`src/source/arith_config.svh`:
```
`ifndef ARITH_CONFIG_SVH
`define ARITH_CONFIG_SVH

// Operand width of the multiply/divide unit
`define ARITH_WIDTH 16

// Register stages in the magnitude multiplier
`define ARITH_MUL_LATENCY 2

`endif

```
`src/source/arith_pkg.sv`:
```
`default_nettype none

`include "arith_config.svh"

package arith_pkg;

  typedef logic [`ARITH_WIDTH-1:0] word_t;
  typedef logic [2*`ARITH_WIDTH-1:0] prod_t;

  // Divide opcodes share the upper bit
  typedef enum logic [1:0] {
    OP_MULS,
    OP_MULU,
    OP_DIVS,
    OP_DIVU
  } op_e;

  typedef enum logic [1:0] {
    ST_IDLE,
    ST_RUN,
    ST_FINISH
  } state_e;

endpackage

`default_nettype wire

```
`src/source/arith_ctrl_if.sv`:
```
`default_nettype none

interface arith_ctrl_if (
  input logic rst_n
);

  // Capture strobe for all datapaths
  logic load;
  // Current operation is a divide
  logic is_div;
  // Advance one pipeline stage or one divider iteration
  logic step;
  // Register the sign corrected result
  logic finish;
  // Divisor was zero at load
  logic div_zero;

  modport ctrl (
    output load,
    output is_div,
    output step,
    output finish,
    input  div_zero
  );

  modport dp (
    input  rst_n,
    input  load,
    input  is_div,
    input  step,
    input  finish,
    output div_zero
  );

endinterface

`default_nettype wire

```
`src/source/arith_ctrl.sv`:
```
`default_nettype none

module arith_ctrl (
  input  logic           clk,
  input  logic           rst_n,
  input  logic           start,
  input  arith_pkg::op_e op,
  output logic           busy,
  output logic           done,
  output logic           cnt_load,
  input  logic           cnt_expired,
  arith_ctrl_if.ctrl     cif
);

  arith_pkg::state_e state;
  arith_pkg::state_e state_next;
  logic op_div;
  logic div_q;
  // First cycle of a divide, spent on the zero divisor check
  logic chk;

  assign op_div = (op == arith_pkg::OP_DIVS) || (op == arith_pkg::OP_DIVU);
  assign busy = (state != arith_pkg::ST_IDLE);

  assign cif.load = (state == arith_pkg::ST_IDLE) && start;
  assign cnt_load = cif.load;
  // Follows the incoming opcode while idle so load sees the right operation
  assign cif.is_div = busy ? div_q : op_div;
  assign cif.step = (state == arith_pkg::ST_RUN) && !chk;
  assign cif.finish = (state == arith_pkg::ST_FINISH);

  always_comb begin
    state_next = state;
    case (state)
      arith_pkg::ST_IDLE: begin
        if (start) begin
          state_next = arith_pkg::ST_RUN;
        end
      end
      arith_pkg::ST_RUN: begin
        // Zero divisor leaves right after the check cycle
        if (cif.div_zero || cnt_expired) begin
          state_next = arith_pkg::ST_FINISH;
        end
      end
      arith_pkg::ST_FINISH: begin
        state_next = arith_pkg::ST_IDLE;
      end
      default: begin
        state_next = arith_pkg::ST_IDLE;
      end
    endcase
  end

  always_ff @(posedge clk) begin
    if (!rst_n) begin
      state <= arith_pkg::ST_IDLE;
      div_q <= 1'b0;
      chk <= 1'b0;
      done <= 1'b0;
    end else begin
      state <= state_next;
      chk <= cif.load && op_div;
      done <= cif.finish;
      if (cif.load) begin
        div_q <= op_div;
      end
    end
  end

  // One done pulse per operation
  assert property (@(posedge clk) disable iff (!rst_n) done |=> !done)
    else $error("done high for more than one cycle");

  // A load only starts from idle and the unit is busy afterwards
  assert property (@(posedge clk) disable iff (!rst_n) cif.load |-> !busy ##1 busy)
    else $error("load issued while busy");

endmodule

`default_nettype wire

```
`src/source/arith_unit.sv`:
```
`default_nettype none

module arith_unit (
  input  logic             clk,
  input  logic             rst_n,
  input  logic             start,
  input  arith_pkg::op_e   op,
  input  arith_pkg::word_t a,
  input  arith_pkg::word_t b,
  output arith_pkg::word_t result_lo,
  output arith_pkg::word_t result_hi,
  output logic             busy,
  output logic             done
);

  arith_pkg::word_t mag_a;
  arith_pkg::word_t mag_b;
  arith_pkg::word_t quot;
  arith_pkg::word_t rem;
  arith_pkg::prod_t prod;
  logic cnt_load;
  logic cnt_expired;

  arith_ctrl_if cif (
    .rst_n(rst_n)
  );

  arith_ctrl u_ctrl (
    .clk        (clk),
    .rst_n      (rst_n),
    .start      (start),
    .op         (op),
    .busy       (busy),
    .done       (done),
    .cnt_load   (cnt_load),
    .cnt_expired(cnt_expired),
    .cif        (cif.ctrl)
  );

  step_counter u_cnt (
    .clk    (clk),
    .rst_n  (rst_n),
    .load   (cnt_load),
    .is_div (cif.is_div),
    .expired(cnt_expired)
  );

  // Operand magnitudes in, sign corrected results out
  sign_fixup u_fixup (
    .clk      (clk),
    .op       (op),
    .a        (a),
    .b        (b),
    .mag_a    (mag_a),
    .mag_b    (mag_b),
    .prod     (prod),
    .quot     (quot),
    .rem      (rem),
    .result_lo(result_lo),
    .result_hi(result_hi),
    .cif      (cif.dp)
  );

  mult_pipe u_mult (
    .clk  (clk),
    .mag_a(mag_a),
    .mag_b(mag_b),
    .prod (prod),
    .cif  (cif.dp)
  );

  div_core u_div (
    .clk  (clk),
    .rst_n(rst_n),
    .mag_a(mag_a),
    .mag_b(mag_b),
    .quot (quot),
    .rem  (rem),
    .cif  (cif.dp)
  );

endmodule

`default_nettype wire

```
`src/source/div_core.sv`:
```
`default_nettype none

`include "arith_config.svh"

module div_core (
  input  logic             clk,
  input  logic             rst_n,
  input  arith_pkg::word_t mag_a,
  input  arith_pkg::word_t mag_b,
  output arith_pkg::word_t quot,
  output arith_pkg::word_t rem,
  arith_ctrl_if.dp         cif
);

  localparam int W = `ARITH_WIDTH;

  // Divisor starts aligned to the top bit of the dividend
  logic [2*W-2:0] divisor;
  arith_pkg::word_t mask;
  logic fits;

  assign fits = divisor <= {{(W-1){1'b0}}, rem};

  always_ff @(posedge clk) begin
    if (!rst_n) begin
      cif.div_zero <= 1'b0;
    end else if (cif.load) begin
      cif.div_zero <= cif.is_div && (mag_b == '0);
    end
  end

  always_ff @(posedge clk) begin
    if (cif.load) begin
      rem <= mag_a;
      divisor <= {mag_b, {(W-1){1'b0}}};
      quot <= '0;
      mask <= {1'b1, {(W-1){1'b0}}};
    end else if (cif.step && cif.is_div) begin
      // Restoring step, subtract only when the shifted divisor fits
      if (fits) begin
        rem <= rem - divisor[W-1:0];
        quot <= quot | mask;
      end
      divisor <= divisor >> 1;
      mask <= mask >> 1;
    end
  end

  // mag_b holds the captured divisor magnitude once load has dropped
  assert property (@(posedge clk) disable iff (!rst_n)
    (cif.finish && cif.is_div && !cif.div_zero) |-> (rem < mag_b))
    else $error("divider remainder not below divisor");

endmodule

`default_nettype wire

```
`src/source/mult_pipe.sv`:
```
`default_nettype none

module mult_pipe (
  input  logic             clk,
  input  arith_pkg::word_t mag_a,
  input  arith_pkg::word_t mag_b,
  output arith_pkg::prod_t prod,
  arith_ctrl_if.dp         cif
);

  // Operand stage
  arith_pkg::word_t op_a;
  arith_pkg::word_t op_b;

  // Both stages hold while step is low
  always_ff @(posedge clk) begin
    if (cif.step) begin
      op_a <= mag_a;
      op_b <= mag_b;
      // Full double width product of the registered operands
      prod <= op_a * op_b;
    end
  end

endmodule

`default_nettype wire

```
`src/source/sign_fixup.sv`:
```
`default_nettype none

`include "arith_config.svh"

module sign_fixup (
  input  logic             clk,
  input  arith_pkg::op_e   op,
  input  arith_pkg::word_t a,
  input  arith_pkg::word_t b,
  output arith_pkg::word_t mag_a,
  output arith_pkg::word_t mag_b,
  input  arith_pkg::prod_t prod,
  input  arith_pkg::word_t quot,
  input  arith_pkg::word_t rem,
  output arith_pkg::word_t result_lo,
  output arith_pkg::word_t result_hi,
  arith_ctrl_if.dp         cif
);

  localparam int MSB = `ARITH_WIDTH - 1;

  logic op_signed;
  arith_pkg::word_t abs_a;
  arith_pkg::word_t abs_b;
  arith_pkg::word_t mag_a_q;
  arith_pkg::word_t mag_b_q;
  logic sign_a_q;
  logic sign_b_q;
  logic signed_q;
  logic div_q;
  logic neg;
  arith_pkg::prod_t prod_fix;
  arith_pkg::word_t quot_fix;
  arith_pkg::word_t rem_mod;
  arith_pkg::word_t rem_fix;

  assign op_signed = (op == arith_pkg::OP_MULS) || (op == arith_pkg::OP_DIVS);
  assign abs_a = (op_signed && a[MSB]) ? -a : a;
  assign abs_b = (op_signed && b[MSB]) ? -b : b;

  // Live magnitudes during load so the divider latches them on the same edge
  assign mag_a = cif.load ? abs_a : mag_a_q;
  assign mag_b = cif.load ? abs_b : mag_b_q;

  always_ff @(posedge clk) begin
    if (cif.load) begin
      mag_a_q <= abs_a;
      mag_b_q <= abs_b;
      sign_a_q <= a[MSB];
      sign_b_q <= b[MSB];
      signed_q <= op_signed;
      div_q <= (op == arith_pkg::OP_DIVS) || (op == arith_pkg::OP_DIVU);
    end
  end

  assign neg = signed_q && (sign_a_q ^ sign_b_q);
  assign prod_fix = neg ? -prod : prod;
  assign quot_fix = neg ? -quot : quot;
  // Remainder ends up with the sign of the divisor
  assign rem_mod = (neg && rem != '0) ? mag_b_q - rem : rem;
  assign rem_fix = (signed_q && sign_b_q) ? -rem_mod : rem_mod;

  always_ff @(posedge clk) begin
    if (!cif.rst_n) begin
      result_lo <= '0;
      result_hi <= '0;
    end else if (cif.finish) begin
      if (cif.div_zero) begin
        result_lo <= '0;
        result_hi <= '0;
      end else if (div_q) begin
        result_lo <= quot_fix;
        result_hi <= rem_fix;
      end else begin
        {result_hi, result_lo} <= prod_fix;
      end
    end
  end

endmodule

`default_nettype wire

```
`src/source/step_counter.sv`:
```
`default_nettype none

`include "arith_config.svh"

module step_counter (
  input  logic clk,
  input  logic rst_n,
  input  logic load,
  input  logic is_div,
  output logic expired
);

  localparam int CNT_W = $clog2(`ARITH_WIDTH + 1);

  logic [CNT_W-1:0] cnt;
  logic active;

  assign expired = active && (cnt == '0);

  always_ff @(posedge clk) begin
    if (!rst_n) begin
      cnt <= '0;
      active <= 1'b0;
    end else if (load) begin
      // Divide counts one cycle more for the zero divisor check
      cnt <= is_div ? CNT_W'(`ARITH_WIDTH) : CNT_W'(`ARITH_MUL_LATENCY - 1);
      active <= 1'b1;
    end else if (expired) begin
      active <= 1'b0;
    end else if (active) begin
      cnt <= cnt - 1'b1;
    end
  end

  assert property (@(posedge clk) disable iff (!rst_n) (cnt == '0 && !load) |=> (cnt == '0))
    else $error("step counter wrapped below zero");

endmodule

`default_nettype wire

```
`config.mk`:
```
export PLATFORM = sky130hd
export DESIGN_NAME = arith_unit
export DESIGN_NICKNAME = d
export VERILOG_FILES = /design/src/source/arith_pkg.sv /design/src/source/arith_ctrl_if.sv /design/src/source/arith_ctrl.sv /design/src/source/arith_unit.sv /design/src/source/div_core.sv /design/src/source/mult_pipe.sv /design/src/source/sign_fixup.sv /design/src/source/step_counter.sv
export VERILOG_INCLUDE_DIRS = /design/src /design/src/source
export SDC_FILE = /design/constraint.sdc
export NUM_CORES = 1
export LEC_CHECK = 0
export ABC_AREA = 1
export BUFFER_PORTS_ARGS = -buffer_cell sky130_fd_sc_hd__buf_2
export CAP_MARGIN = 10
export CORE_UTILIZATION = 50
export CTS_CLUSTER_DIAMETER = 120
export DETAILED_ROUTE_END_ITERATION = 10
export GPL_TIMING_DRIVEN = 0
export PLACE_DENSITY_LB_ADDON = 0.3
export SYNTH_ARGS = -nofsm -noshare
export SYNTH_HDL_FRONTEND = slang
export SYNTH_SLANG_ARGS = --single-unit
export TNS_END_PERCENT = 5
```
`constraint.sdc`:
```
create_clock -name clk -period 7.6 [get_ports clk]
set_input_delay 0.76 -clock clk [delete_from_list [all_inputs] [get_ports clk]]
set_output_delay 0.76 -clock clk [all_outputs]
set_load 0.02 [all_outputs]
```
==> metrics.txt <==
slowest cell on the critical path=clkbuf_1; number of synthesized flops with an enable pin=100; drc violations=7; period utilization=0.959; Synth Register Bits=223; failing checks=design-rule violations; max_cap viols=0; ant diodes=0; Setup Skew=between 0.02 and 0.025 ns; final core occ=0.555; vias=around 18000; status=finished, violations left; io pins=71; startpoint class of the critical path=flop; GP Congestion=between 0.9 and 1; area growth from synthesis to layout=8.68%; DRT Pass-1 Iters=11; clock tree root buffer cell=clkbuf_16; GRT Total Usage=0.287; Worst-path clk slew=0.06 ns; Worst-Skew Late Latency=between 0.5 and 0.6 ns; Post-Synth XOR/XNOR Area=0.0180; total CTS buffers=23; FP Rows=74; WP data arrival=roughly 7.6 ns; most frequent CP cell=fa_1; max incr delay on CP=between 0.6 and 0.7 ns; Layout Nets=about 3300; CP required=about 7.9 ns; register area share after synthesis=0.261; vias per inst=approximately 5.4; initial core utilization=0.510; largest family of logic cells by synthesized area=adder cells; drt total wl=59800 µm; Setup violations, final=0; Setup CP Type=reg2reg; first-pass GRT wire length=about 95000 µm; Post-synth top flop=dfxtp_1; post-route ant nets=0; CTS tree=built; Slew HR=0.418; post-CTS setup buffers=0; initial detailed-routing violation count=roughly 1500; Non-Filler Instances=~3400; clk sinks=roughly 220; HPWL Detailed=between 40000 and 50000 µm; Net Count, Synth=3154; grt total ovfl=0; Die Width=~210 µm; Crit Path Max Fanout=10; Placed Cells=3368; Tightest Pin Transition=~0.86 ns; RSZ-0062 raised after global routing=no; Avg WL per Cell=roughly 18 µm; # hold bufs at CTS=0; chip height=around 210 µm; final hold slack=around 0.45 ns; largest net degree at the start of global routing=34; Post-synth ARST share=0; average cell area after synthesis=around 7.6 µm²; Tmin final=roughly 7.3 ns; TNS Setup=0 ns; CP endpoint kind=flop; Clock Path Buffers=3; Synth Area in Simple Gates=0.210; vias in the first global route=between 15000 and 20000; synth warn=0; final slew viol count=0; Cell variety after synth=55; Adder-Cell Fraction of Synth Area=0.281; core box area=about 41000 µm²; top achievable clock speed=137 MHz; post-cts gate resize count=0; IO buf count=70; count of final hold-check violations=0; die area=approximately 43000 µm²; mux contribution to synthesized area=0; Worst Hold Class=reg2reg; share of cells above drive strength 1=0.0594; mapped cell area=around 21000 µm²; H-tree levels=1; worst path cell trace=clkbuf_1 -> clkbuf_1 -> nand2_1 -> fa_1 -> inv_1 -> fa_1 -> fa_1 -> fa_1 -> fa_1 -> inv_1 -> fa_1 -> inv_1 -> ha_1 -> a21oi_1 -> o21a_1 -> o21ai_0 -> a21oi_1 -> nor3_1 -> o21ai_0 -> nand2_1 -> a21oi_1 -> xor2_1; Synth Area in Compound Gates=0.100; Cells after Synth=2764; initial antenna violation count=0
per-stage QoR:
| step | worst slack (ns) | area, µm² |
|---|---|---|
| 2_1_floorplan | 1.76 | 21000 |
| 3_3_place_gp | 0.542 | 22000 |
| 3_5_place_dp | 0.515 | 22000 |
| 4_1_cts | 0.487 | 22800 |
| 5_1_grt | 0.0405 | 22800 |
| 6_report | 0.309 | 22800 |
logic make-up (layout without fill, tap and decap cells):
kind of cell / count (synthesis) / in the layout
and+or+nand+nor: 1051 / 1051
buffers and inverters: 721 / 834
AOI/OAI and AO/OA: 373 / 373
adders and majority gates: 353 / 353
DFF: 223 / 223
xor gates and xnor gates: 43 / 43
placed cells by master (no fill, tap or decap), types with 29 or more instances in the layout:
cell	netlist	final
nand2_1	674	674
o21ai_0	118	118
nor2_1	136	135
nand3_1	134	134
ha_1	157	157
o22ai_1	29	29
buf_2	10	80
inv_1	602	602
clkbuf_1	93	95
xor2_1	29	29
a21oi_1	148	148
fa_1	196	196
dfxtp_1	123	123
nor3_1	40	40
edfxtp_1	100	100
worst max-delay path, delay by kind of cell (launching register included):
family                   cells  cell delay (ns)
flip-flops                   1             0.33
AO/OA/AOI/OAI                6             1.29
XOR/XNOR                     1             0.08
adder cells (fa/ha/maj)      7             3.56
buffers and inverters        5             1.35
AND/OR/NAND/NOR              3             0.41
layout make-up:
type | instances | area (µm²)
multi-input cells | 1820 | 12800
repair buffers | 72 | 390
plain buffers | 112 | 455
fillers | 3904 | 18300
inverters | 609 | 2290
flip-flops and latches | 223 | 5470
clock buffers | 30 | 668
well taps | 532 | 666
clock inverters | 11 | 88.8
cell usage after synthesis (3+ instances only):
cell type  instances  share of area
a21boi_0           4         0.0014
a21o_1             3         0.0011
a21oi_1          148          0.035
a21oi_2            4         0.0017
a31oi_1            7         0.0021
and2_1             3        0.00089
buf_1              5        0.00089
buf_2             10         0.0024
clkbuf_1          93          0.017
clkinv_1           3        0.00054
dfxtp_1          123           0.12
edfxtp_1         100           0.14
fa_1             196           0.19
ha_1             157          0.094
inv_1            602           0.11
inv_2              4        0.00072
nand2_1          674           0.12
nand2_2           10         0.0030
nand3_1          134          0.032
nand3_2            3         0.0014
nand3b_1           7         0.0025
nand4_1           14         0.0042
nor2_1           136          0.024
nor2_2             4         0.0012
nor3_1            40         0.0095
nor4_1             6         0.0018
o211ai_1           8         0.0029
o21a_1             8         0.0029
o21ai_0          118          0.028
o21ai_1            6         0.0014
o21bai_1           9         0.0032
o221ai_1           4         0.0017
o22ai_1           29         0.0086
o311ai_0           8         0.0033
o31ai_1            9         0.0032
or2_2             10         0.0030
xnor2_1           14         0.0058
xor2_1            29          0.012
layer usage:
layer  vias up  wire length (µm)  GRT usage
li1       8785                 -          -
met1      8676             25500      0.378
met2       712             26900      0.464
met3       145              5210     0.0642
met4         0              2220      0.103
met5         -                 0          0
state kept, by name, indices dropped and copies added (netlist names), 2 cells and up:
| register | flops |
|---|---|
| u_mult.prod | 32 |
| u_div.divisor | 31 |
| u_div.mask | 16 |
| u_div.quot | 16 |
| u_div.rem | 16 |
| u_fixup.mag_a_q | 16 |
| u_fixup.mag_b_q | 16 |
| u_fixup.result_hi | 16 |
| u_fixup.result_lo | 16 |
| u_mult.op_a | 16 |
| u_mult.op_b | 16 |
| u_cnt.cnt | 5 |
| u_ctrl.state | 2 |
path summary, 6_finish.rpt:
check	from	end	slack, ns	cells past startpoint
setup / recovery	u_mult.op_a[8]	u_mult.prod[28]	0.31	22
hold / removal	u_fixup.mag_a_q[0]	u_fixup.mag_a_q[0]	0.45	2
setup reg to reg	u_mult.op_a[8]	u_mult.prod[28]	0.31	22
hold reg to reg	u_fixup.mag_a_q[0]	u_fixup.mag_a_q[0]	0.45	2
Power is not shown: default switching activity piles up to over one toggle a cycle in this logic, so the estimate is an artifact.
